==> src/hdl/ps_bus_settings.svh <==
//////////////////////////////////////////////////
// System bus settings
// Widths and region decode of the PS side bus
//////////////////////////////////////////////////

`ifndef PS_BUS_SETTINGS_SVH
`define PS_BUS_SETTINGS_SVH

// Address and data width, shared by AXI and system bus
`define SYS_AW 32
`define SYS_DW 32

// One byte select per data byte
`define SYS_SW (`SYS_DW/8)

// AXI ID width of the GP port
`define AXI_IW 12

// Region field inside the address
`define SYS_REGION_LSB 20
`define SYS_REGION_W 2

// Mapped regions, the rest answer with error
`define SYS_NSLV 2

`endif

==> src/hdl/ps_bus_pkg.sv <==
//////////////////////////////////////////////////
// System bus package
// Shared bus and AXI response types
//////////////////////////////////////////////////

`include "ps_bus_settings.svh"

package ps_bus_pkg;

  // System bus word types
  typedef logic [`SYS_AW-1:0] sys_addr_t;
  typedef logic [`SYS_DW-1:0] sys_data_t;
  typedef logic [`SYS_SW-1:0] sys_sel_t;

  // AXI transaction ID
  typedef logic [`AXI_IW-1:0] axi_id_t;

  // AXI response codes
  // EXOKAY and DECERR never produced here
  typedef enum logic [1:0] {
    OKAY   = 2'b00,
    SLVERR = 2'b10
  } axi_resp_t;

endpackage

==> src/hdl/sys_bus_if.sv <==
//////////////////////////////////////////////////
// System bus interface
// Strobe and ack bus between bridge and blocks
//////////////////////////////////////////////////

`timescale 1ns/1ps

interface sys_bus_if (
  input logic clk,
  input logic rstn
);

  // Request side
  ps_bus_pkg::sys_addr_t addr;
  ps_bus_pkg::sys_data_t wdata;
  ps_bus_pkg::sys_sel_t  sel;
  // One cycle strobes
  logic                  wen;
  logic                  ren;

  // Response side, valid with ack
  ps_bus_pkg::sys_data_t rdata;
  logic                  ack;
  logic                  err;

  modport m (input clk, rstn, output addr, wdata, sel, wen, ren, input rdata, ack, err);
  modport s (input clk, rstn, addr, wdata, sel, wen, ren, output rdata, ack, err);

endinterface

==> src/hdl/axi4_slave.sv <==
//////////////////////////////////////////////////
// AXI single beat slave
// Bridges AXI channels onto one system bus access
// and returns ack and err as a held AXI response
//////////////////////////////////////////////////

`timescale 1ns/1ps

module axi4_slave (
  input  logic                  clk_i,
  input  logic                  rst_n_i,
  // Write address channel
  input  logic                  awvalid_i,
  output logic                  awready_o,
  input  ps_bus_pkg::sys_addr_t awaddr_i,
  input  ps_bus_pkg::axi_id_t   awid_i,
  // Write data channel
  input  logic                  wvalid_i,
  output logic                  wready_o,
  input  ps_bus_pkg::sys_data_t wdata_i,
  input  ps_bus_pkg::sys_sel_t  wstrb_i,
  // Write response channel
  output logic                  bvalid_o,
  input  logic                  bready_i,
  output ps_bus_pkg::axi_resp_t bresp_o,
  output ps_bus_pkg::axi_id_t   bid_o,
  // Read address channel
  input  logic                  arvalid_i,
  output logic                  arready_o,
  input  ps_bus_pkg::sys_addr_t araddr_i,
  input  ps_bus_pkg::axi_id_t   arid_i,
  // Read data channel
  output logic                  rvalid_o,
  input  logic                  rready_i,
  output ps_bus_pkg::axi_resp_t rresp_o,
  output ps_bus_pkg::axi_id_t   rid_o,
  output ps_bus_pkg::sys_data_t rdata_o,
  // System bus master side
  sys_bus_if.m                  bus
);

  typedef enum logic [2:0] {
    ST_IDLE,
    ST_WACK,
    ST_BRESP,
    ST_RACK,
    ST_RRESP
  } state_t;

  state_t state;

  // Channel held flags
  logic aw_held;
  logic w_held;
  logic ar_held;

  // Captured channel payload
  ps_bus_pkg::sys_addr_t awaddr_q;
  ps_bus_pkg::axi_id_t   awid_q;
  ps_bus_pkg::sys_data_t wdata_q;
  ps_bus_pkg::sys_sel_t  wstrb_q;
  ps_bus_pkg::sys_addr_t araddr_q;
  ps_bus_pkg::axi_id_t   arid_q;

  //////////////////////////////////////////////////
  // Channel acceptance
  //////////////////////////////////////////////////

  // Ready only while idle and the channel is still empty
  assign awready_o = (state == ST_IDLE) && !aw_held;
  assign wready_o  = (state == ST_IDLE) && !w_held;
  assign arready_o = (state == ST_IDLE) && !ar_held;

  always_ff @(posedge clk_i) begin
    if (awvalid_i && awready_o) begin
      awaddr_q <= awaddr_i;
      awid_q   <= awid_i;
    end
    if (wvalid_i && wready_o) begin
      wdata_q <= wdata_i;
      wstrb_q <= wstrb_i;
    end
    if (arvalid_i && arready_o) begin
      araddr_q <= araddr_i;
      arid_q   <= arid_i;
    end
    // Read data taken with the ack
    if ((state == ST_RACK) && bus.ack) begin
      rdata_o <= bus.rdata;
    end
  end

  //////////////////////////////////////////////////
  // Transaction FSM
  //////////////////////////////////////////////////

  always_ff @(posedge clk_i) begin
    if (!rst_n_i) begin
      state    <= ST_IDLE;
      aw_held  <= 1'b0;
      w_held   <= 1'b0;
      ar_held  <= 1'b0;
      bus.wen  <= 1'b0;
      bus.ren  <= 1'b0;
      bvalid_o <= 1'b0;
      rvalid_o <= 1'b0;
      bresp_o  <= ps_bus_pkg::OKAY;
      rresp_o  <= ps_bus_pkg::OKAY;
    end else begin
      // Strobes last one cycle
      bus.wen <= 1'b0;
      bus.ren <= 1'b0;
      if (awvalid_i && awready_o) aw_held <= 1'b1;
      if (wvalid_i && wready_o)   w_held  <= 1'b1;
      if (arvalid_i && arready_o) ar_held <= 1'b1;
      case (state)
        ST_IDLE: begin
          // Complete write wins over a pending read
          if (aw_held && w_held) begin
            bus.wen <= 1'b1;
            aw_held <= 1'b0;
            w_held  <= 1'b0;
            state   <= ST_WACK;
          end else if (ar_held) begin
            bus.ren <= 1'b1;
            ar_held <= 1'b0;
            state   <= ST_RACK;
          end
        end
        ST_WACK: begin
          if (bus.ack) begin
            bvalid_o <= 1'b1;
            bresp_o  <= bus.err ? ps_bus_pkg::SLVERR : ps_bus_pkg::OKAY;
            state    <= ST_BRESP;
          end
        end
        ST_BRESP: begin
          if (bready_i) begin
            bvalid_o <= 1'b0;
            state    <= ST_IDLE;
          end
        end
        ST_RACK: begin
          if (bus.ack) begin
            rvalid_o <= 1'b1;
            rresp_o  <= bus.err ? ps_bus_pkg::SLVERR : ps_bus_pkg::OKAY;
            state    <= ST_RRESP;
          end
        end
        ST_RRESP: begin
          if (rready_i) begin
            rvalid_o <= 1'b0;
            state    <= ST_IDLE;
          end
        end
        default: state <= ST_IDLE;
      endcase
    end
  end

  // Address stays put until ack, no new AW or AR taken meanwhile
  assign bus.addr  = (state == ST_WACK) ? awaddr_q : araddr_q;
  assign bus.wdata = wdata_q;
  assign bus.sel   = wstrb_q;

  // IDs echo the captured request
  assign bid_o = awid_q;
  assign rid_o = arid_q;

  //////////////////////////////////////////////////
  // Checks
  //////////////////////////////////////////////////

  // Write response held under back-pressure
  a_bresp_hold: assert property (@(posedge clk_i) disable iff (!rst_n_i)
    bvalid_o && !bready_i |=> bvalid_o && $stable(bresp_o));

  // Read data held under back-pressure
  a_rdata_hold: assert property (@(posedge clk_i) disable iff (!rst_n_i)
    rvalid_o && !rready_i |=> rvalid_o && $stable(rdata_o));

  a_one_strobe: assert property (@(posedge clk_i) disable iff (!rst_n_i)
    !(bus.wen && bus.ren));

endmodule

==> src/hdl/sys_bus_interconnect.sv <==
//////////////////////////////////////////////////
// System bus interconnect
// Routes accesses by address region, errors on
// unmapped regions
//////////////////////////////////////////////////

`timescale 1ns/1ps

`include "ps_bus_settings.svh"

module sys_bus_interconnect (
  input  logic clk_i,
  input  logic rst_n_i,
  // From the bridge
  sys_bus_if.s bus,
  // Towards the register blocks
  sys_bus_if.m sub [`SYS_NSLV-1:0]
);

  // Region field of the current access
  logic [`SYS_REGION_W-1:0] region;
  logic                     unmapped;

  // Gathered sub-bus responses
  logic [`SYS_NSLV-1:0]  sub_ack;
  logic [`SYS_NSLV-1:0]  sub_err;
  ps_bus_pkg::sys_data_t sub_rdata [`SYS_NSLV];

  // One flop error responder
  logic unm_ack;

  assign region   = bus.addr[`SYS_REGION_LSB +: `SYS_REGION_W];
  assign unmapped = (region >= `SYS_NSLV);

  //////////////////////////////////////////////////
  // Request fan-out
  //////////////////////////////////////////////////

  for (genvar i = 0; i < `SYS_NSLV; i++) begin : g_sub
    // Offset inside region only
    assign sub[i].addr  = {{(`SYS_AW-`SYS_REGION_LSB){1'b0}},
                           bus.addr[`SYS_REGION_LSB-1:0]};
    assign sub[i].wdata = bus.wdata;
    assign sub[i].sel   = bus.sel;
    // Strobe only to the hit region
    assign sub[i].wen   = bus.wen && (region == `SYS_REGION_W'(i));
    assign sub[i].ren   = bus.ren && (region == `SYS_REGION_W'(i));
    assign sub_ack[i]   = sub[i].ack;
    assign sub_err[i]   = sub[i].err;
    assign sub_rdata[i] = sub[i].rdata;
  end

  // Unmapped access, ack with error one cycle later
  always_ff @(posedge clk_i) begin
    if (!rst_n_i) begin
      unm_ack <= 1'b0;
    end else begin
      unm_ack <= (bus.wen || bus.ren) && unmapped;
    end
  end

  //////////////////////////////////////////////////
  // Response mux
  //////////////////////////////////////////////////

  // Address held until ack, so region still selects the responder
  always_comb begin
    bus.ack   = unm_ack;
    bus.err   = unm_ack;
    bus.rdata = '0;
    for (int i = 0; i < `SYS_NSLV; i++) begin
      if (int'(region) == i) begin
        bus.ack   = sub_ack[i];
        bus.err   = sub_err[i];
        bus.rdata = sub_rdata[i];
      end
    end
  end

  // Never two responders in the same cycle
  a_one_ack: assert property (@(posedge clk_i) disable iff (!rst_n_i)
    $onehot0({sub_ack, unm_ack}));

endmodule

==> src/hdl/sys_bus_regs.sv <==
//////////////////////////////////////////////////
// System bus register block
// ID, scratch, GPIO out and synced GPIO in
//////////////////////////////////////////////////

`timescale 1ns/1ps

`include "ps_bus_settings.svh"

module sys_bus_regs #(
  parameter logic [31:0] ID_VALUE = 32'h0000_0000
) (
  input  logic       clk_i,
  input  logic       rst_n_i,
  sys_bus_if.s       bus,
  // GPIO pins
  input  logic [7:0] gpio_i,
  output logic [7:0] gpio_o
);

  // Register offsets
  localparam ps_bus_pkg::sys_addr_t OFS_ID  = 'h0;
  localparam ps_bus_pkg::sys_addr_t OFS_SCR = 'h4;
  localparam ps_bus_pkg::sys_addr_t OFS_GPO = 'h8;
  localparam ps_bus_pkg::sys_addr_t OFS_GPI = 'hc;

  ps_bus_pkg::sys_data_t scratch;
  logic [7:0]            gpo;
  // Two flop input synchronizer
  logic [7:0]            gpi_meta;
  logic [7:0]            gpi_sync;

  // Address decode
  logic hit_id, hit_scr, hit_gpo, hit_gpi;
  logic wr_ok, rd_ok;

  assign hit_id  = (bus.addr == OFS_ID);
  assign hit_scr = (bus.addr == OFS_SCR);
  assign hit_gpo = (bus.addr == OFS_GPO);
  assign hit_gpi = (bus.addr == OFS_GPI);
  // ID and GPIO in are read only
  assign wr_ok   = hit_scr || hit_gpo;
  assign rd_ok   = hit_id || hit_scr || hit_gpo || hit_gpi;

  always_ff @(posedge clk_i) begin
    gpi_meta <= gpio_i;
    gpi_sync <= gpi_meta;
  end

  //////////////////////////////////////////////////
  // Writes and response
  //////////////////////////////////////////////////

  always_ff @(posedge clk_i) begin
    if (!rst_n_i) begin
      scratch <= '0;
      gpo     <= '0;
      bus.ack <= 1'b0;
      bus.err <= 1'b0;
    end else begin
      bus.ack <= bus.wen || bus.ren;
      bus.err <= (bus.wen && !wr_ok) || (bus.ren && !rd_ok);
      // Byte selected scratch write
      if (bus.wen && hit_scr) begin
        for (int b = 0; b < `SYS_SW; b++) begin
          if (bus.sel[b]) scratch[8*b +: 8] <= bus.wdata[8*b +: 8];
        end
      end
      // GPIO out lives in byte 0
      if (bus.wen && hit_gpo && bus.sel[0]) gpo <= bus.wdata[7:0];
    end
  end

  // Read data with zero for bad offsets
  always_ff @(posedge clk_i) begin
    if (bus.ren) begin
      if (hit_id)       bus.rdata <= ID_VALUE;
      else if (hit_scr) bus.rdata <= scratch;
      else if (hit_gpo) bus.rdata <= {{(`SYS_DW-8){1'b0}}, gpo};
      else if (hit_gpi) bus.rdata <= {{(`SYS_DW-8){1'b0}}, gpi_sync};
      else              bus.rdata <= '0;
    end
  end

  assign gpio_o = gpo;

  // One cycle strobe, acked on the next cycle with no new strobe
  a_ack_timing: assert property (@(posedge clk_i) disable iff (!rst_n_i)
    (bus.wen || bus.ren) |=> bus.ack && !bus.wen && !bus.ren);

endmodule

==> src/hdl/red_pitaya_ps_sys.sv <==
//////////////////////////////////////////////////
// PS side system top
// AXI GP port into system bus and register blocks
//////////////////////////////////////////////////

`timescale 1ns/1ps

`include "ps_bus_settings.svh"

module red_pitaya_ps_sys (
  input  logic                  clk_i,
  input  logic                  rst_n_i,
  // AXI write address
  input  logic                  awvalid_i,
  output logic                  awready_o,
  input  ps_bus_pkg::sys_addr_t awaddr_i,
  input  ps_bus_pkg::axi_id_t   awid_i,
  // AXI write data
  input  logic                  wvalid_i,
  output logic                  wready_o,
  input  ps_bus_pkg::sys_data_t wdata_i,
  input  ps_bus_pkg::sys_sel_t  wstrb_i,
  // AXI write response
  output logic                  bvalid_o,
  input  logic                  bready_i,
  output ps_bus_pkg::axi_resp_t bresp_o,
  output ps_bus_pkg::axi_id_t   bid_o,
  // AXI read address
  input  logic                  arvalid_i,
  output logic                  arready_o,
  input  ps_bus_pkg::sys_addr_t araddr_i,
  input  ps_bus_pkg::axi_id_t   arid_i,
  // AXI read data
  output logic                  rvalid_o,
  input  logic                  rready_i,
  output ps_bus_pkg::axi_resp_t rresp_o,
  output ps_bus_pkg::axi_id_t   rid_o,
  output ps_bus_pkg::sys_data_t rdata_o,
  // GPIO, one byte per region
  input  logic [15:0]           gpio_i,
  output logic [15:0]           gpio_o
);

  // Bridge to interconnect, then one bus per region
  sys_bus_if bus (.clk (clk_i), .rstn (rst_n_i));
  sys_bus_if sub [`SYS_NSLV-1:0] (.clk (clk_i), .rstn (rst_n_i));

  axi4_slave axi_slave_i (
    .clk_i     (clk_i    ), .rst_n_i   (rst_n_i  ),
    .awvalid_i (awvalid_i), .awready_o (awready_o),
    .awaddr_i  (awaddr_i ), .awid_i    (awid_i   ),
    .wvalid_i  (wvalid_i ), .wready_o  (wready_o ),
    .wdata_i   (wdata_i  ), .wstrb_i   (wstrb_i  ),
    .bvalid_o  (bvalid_o ), .bready_i  (bready_i ),
    .bresp_o   (bresp_o  ), .bid_o     (bid_o    ),
    .arvalid_i (arvalid_i), .arready_o (arready_o),
    .araddr_i  (araddr_i ), .arid_i    (arid_i   ),
    .rvalid_o  (rvalid_o ), .rready_i  (rready_i ),
    .rresp_o   (rresp_o  ), .rid_o     (rid_o    ),
    .rdata_o   (rdata_o  ),
    .bus       (bus      )
  );

  sys_bus_interconnect interconnect_i (
    .clk_i   (clk_i  ),
    .rst_n_i (rst_n_i),
    .bus     (bus    ),
    .sub     (sub    )
  );

  // Region 0, low GPIO byte
  sys_bus_regs #(.ID_VALUE (32'h5250_0001)) regs0_i (
    .clk_i (clk_i), .rst_n_i (rst_n_i), .bus (sub[0]),
    .gpio_i (gpio_i[7:0]), .gpio_o (gpio_o[7:0])
  );

  // Region 1, high GPIO byte
  sys_bus_regs #(.ID_VALUE (32'h5250_0002)) regs1_i (
    .clk_i (clk_i), .rst_n_i (rst_n_i), .bus (sub[1]),
    .gpio_i (gpio_i[15:8]), .gpio_o (gpio_o[15:8])
  );

endmodule

==> config.mk <==
export PLATFORM = sky130hd
export DESIGN_NAME = red_pitaya_ps_sys
export DESIGN_NICKNAME = d
export VERILOG_FILES = /design/src/hdl/ps_bus_pkg.sv /design/src/hdl/sys_bus_if.sv /design/src/hdl/axi4_slave.sv /design/src/hdl/sys_bus_interconnect.sv /design/src/hdl/sys_bus_regs.sv /design/src/hdl/red_pitaya_ps_sys.sv
export VERILOG_INCLUDE_DIRS = /design/src /design/src/hdl
export SDC_FILE = /design/constraint.sdc
export NUM_CORES = 1
export LEC_CHECK = 0
export ABC_AREA = 1
export BUFFER_PORTS_ARGS = -buffer_cell sky130_fd_sc_hd__buf_4
export CAP_MARGIN = 25
export CELL_PAD_IN_SITES_DETAIL_PLACEMENT = 0
export CELL_PAD_IN_SITES_GLOBAL_PLACEMENT = 1
export CORE_MARGIN = 10
export CORE_UTILIZATION = 39
export DETAILED_ROUTE_END_ITERATION = 8
export MAX_ROUTING_LAYER = met4
export PLACE_DENSITY = 0.86
export SKIP_LAST_GASP = 1
export SYNTH_ARGS = -nofsm -noshare
export SYNTH_HDL_FRONTEND = slang
export SYNTH_SLANG_ARGS = --single-unit
==> constraint.sdc <==
create_clock -name clk_i -period 3.7 [get_ports clk_i]
set_input_delay 0.37 -clock clk_i [delete_from_list [all_inputs] [get_ports clk_i]]
set_output_delay 0.37 -clock clk_i [all_outputs]
set_load 0.01 [all_outputs]
==> out/metrics.cfg <==
[finish]
final_nets=1590
drive_gt1_share_pct=21.47
layout_common_cells=nand2_1 (240), buf_4 (220), inv_1 (217), edfxtp_1 (200), nor2_1 (160)
syn_to_final_growth_pct=27.07
diodes=0
final_cells=1914
layout_commonest_cell=nand2_1

[sta]
min_period_ns=2.748
relSlewSlack_pct=45.25
setup_viol=0
hold_ws_ns=0.02583
worst_slack_ns=0.9517
tightest_slew_ns=0.8213
hold_viol=0
setup_tns_ns=0
period_share_pct=74.28
timing.fmax_ghz=0.3639
rsz0062_at_grt=no
skew_ns=0.01883
slew_violations=0

[outcome]
outcome=completed

[logic_synthesis]
synth.yosys.seq_area_share_pct=67.29
ys_async_sr_fraction_pct=0
yosysUniqueCellTypes=33
yosysTopAreaCell=edfxtp_1
synth.cell_area_um2=12760
ys.warnings.count=0
ys.flop_type=edfxtp_1
netlist.area_leader.share_pct=47.05
ys_top_cells_by_area=edfxtp_1 (47%), dfxtp_1 (20%), nand2_1 (7.1%), inv_1 (6.4%), nor2_1 (4.8%)
synth_edf_count=200
syn_inst=1221
synth_seq_cells=329
syn_area_per_cell_um2=10.45

[critical_path]
worst-path-buf-inv=2
crit_slowest_cell=nor2_4
timing.rr.start=axi_slave_i.state[1]$_SDFFE_PN0P_
cp_top_family=simple AND/OR/NAND/NOR gates
cp.depth=11
r2r_setup_slack_ns=0.95
required_ns=4.16
endpoint_kind=flop
arrival_ns=3.21
startpoint_type=flop
crit_top_cell=nand2_1
critPathKind=flop to flop
rr_worst_depth=11
crit_chain=inv_2, nand3_2, nor2_1, nand2_1, nand2_1, nand2_1, nor2_4, nand3_2, nand2_1, inv_1, nor2_1
crit_fanout=25
r2r-end=regs0_i.gpio_o[7]$_SDFFE_PN0P_
cpPeakStageDelay_ns=0.60

[clocking]
cts.path.max_buffers=3
cts_tree=done
path_clk_slew_ns=0.06
cts.sinks=329
clock-root-buffer=clkbuf_16
cts_buffers=37
postCtsSetupRepairBufs=0
htreeDepth=2
clock_latency_ns=0.52

[placed_design]
dpl.hpwl_um=20410
portBuffers=205
dp_cells=1830
gp_congestion=0.7934
place_ws_ns=0.9423

[floorplanning]
num_rows=66
die_w_um=200.9
die_h_um=200.9
io_pins=228
core_um2=32450
start_util_pct=39.33
dieArea_um2=40360

[pwr]
swShare_pct=25.16
peakVddDrop_mv=0.3658
p_clk_share_pct=40.3
internal-power_mw=7.202
leakagePower_nw=6.743
switching_power_mw=2.422
combPwrFrac_pct=12.9
seqPwrFrac_pct=46.8
p_per_area_nw_per_um2=593.4

[drt]
drc=0
drt_iter0_drc=545
num_vias=8751
ant_nets=0
vias_per_cell=4.572
routed_wl_um=30100
drt_first_pass_iters=5
wire_per_inst_um=15.73

[min_path]
hold_path_depth=1
whs_endpoint=axi_slave_i.awaddr_q[18]$_DFFE_PP_
worst_hold_path_type=input pin to flop
hold_start=awaddr_i[18]

[global_routing]
grt_pass1_wl_um=47680
grt_pass1_vias=9104
grt_max_degree=51
gr-usage-all-layers_pct=15.09
antenna_found_initial=0
grt_overflow=0

[run]
max_cap_viol_count=0

-- worst register-to-register path: stages (launching register included) --
cell     delay (ns)
dfxtp_1        0.37
inv_2          0.10
nand3_2        0.23
nor2_1         0.18
nand2_1        0.06
nand2_1        0.14
nand2_1        0.40
nor2_4         0.60
nand3_2        0.35
nand2_1        0.15
inv_1          0.05
nor2_1         0.08
-- cell usage after synthesis (2+ instances only) --
cell type	count
nand2_1	240
inv_1	217
edfxtp_1	200
nor2_1	162
dfxtp_1	129
nand4_1	83
a22o_1	32
nand3_1	31
a21oi_1	17
buf_4	17
buf_2	15
clkbuf_1	11
buf_1	10
o211ai_1	9
nand3_4	8
o21ai_0	6
inv_2	4
nand3_2	4
o21ai_1	4
buf_6	3
nand2_4	3
nand3b_1	2
nor2_4	2
nor2_8	2
nor3b_1	2
-- flip-flops by register name (all words and copies together) (netlist names), 3 cells and up --
register and flops:
regs1_i.bus.rdata 32, axi_slave_i.state 3, axi_slave_i.bus.sel 4, regs0_i.gpio_o 8
axi_slave_i.araddr_q 22, axi_slave_i.bid_o 12, regs1_i.scratch 32, axi_slave_i.bus.wdata 32
axi_slave_i.rid_o 12, regs1_i.gpi_meta 8, regs0_i.gpi_sync 8, regs1_i.gpio_o 8
regs1_i.gpi_sync 8, axi_slave_i.rdata_o 32, regs0_i.scratch 32, axi_slave_i.awaddr_q 22
regs0_i.gpi_meta 8, regs0_i.bus.rdata 32
-- per-layer routing --
layer / global-route usage [%] / vias up / routed length [um]
li1: - / 4422 / -
met1: 17.26 / 4025 / 12550
met2: 25.40 / 256 / 14800
met3: 4.276 / 48 / 2107
met4: 4.274 / 0 / 643
met5: - / - / 0
-- cell type report --
cell class | instances | area (um^2)
clock buffers | 44 | 1025
clock inverters | 24 | 299.0
fillers | 2876 | 16240
inverters | 222 | 833.3
multi-input cells | 614 | 3048
flip-flops and latches | 329 | 8588
well taps | 442 | 553.0
repair buffers | 239 | 1872
-- power by group through the flow --
stage / Sequential (mW) / Combinational [mW] / Clock [mW]
floorplan: 4.53 / 0.723 / 0
global placement: 4.57 / 1.22 / 0
detailed placement: 4.58 / 1.25 / 0
CTS: 4.51 / 1.27 / 3.97
global route: 4.54 / 1.37 / 4.14
finish: 4.51 / 1.24 / 3.88
-- timing repair --
| action | in CTS | in global routing |
|---|---|---|
| gates resized for setup | 0 | 0 |
| endpoints found under the hold margin | 16 | 0 |
| hold buffers | 16 | 0 |
| endpoints found under the setup margin | 0 | 0 |
-- worst max path at each step --
stage	end	start
6_report	regs0_i.gpio_o[7]$_SDFFE_PN0P_	axi_slave_i.state[1]$_SDFFE_PN0P_
5_1_grt	regs0_i.gpio_o[1]$_SDFFE_PN0P_	axi_slave_i.state[1]$_SDFFE_PN0P_
4_1_cts	regs0_i.gpio_o[7]$_SDFFE_PN0P_	axi_slave_i.state[1]$_SDFFE_PN0P_
3_5_place_dp	regs0_i.gpio_o[7]$_SDFFE_PN0P_	axi_slave_i.state[1]$_SDFFE_PN0P_
3_3_place_gp	regs0_i.gpio_o[0]$_SDFFE_PN0P_	axi_slave_i.state[1]$_SDFFE_PN0P_
2_1_floorplan	regs0_i.bus.rdata[0]$_SDFFCE_PP1P_	axi_slave_i.state[0]$_SDFFE_PN0P_
-- metrics by stage --
stage          cell area, um^2  total power, mW  utilization, %
3_5_place_dp             14730            5.833           45.40
5_1_grt                  16220            10.05           49.97
3_3_place_gp             14730            5.791           45.40
2_1_floorplan            12780            5.252               -
4_1_cts                  16220            9.749           49.97
6_report                 16220            9.624           49.97
-- cells by family (layout without fill, tap and decap cells) --
logic type             after synthesis  count (layout)  synth area share [%]
AND/OR/NAND/NOR                    543             543                 19.69
flip-flops                         329             329                 67.29
other                                1               2               0.02938
AO/OA/AOI/OAI                       69              69                 3.833
buffers and inverters              279             529                 9.156
(Power assumes the default switching activity.)
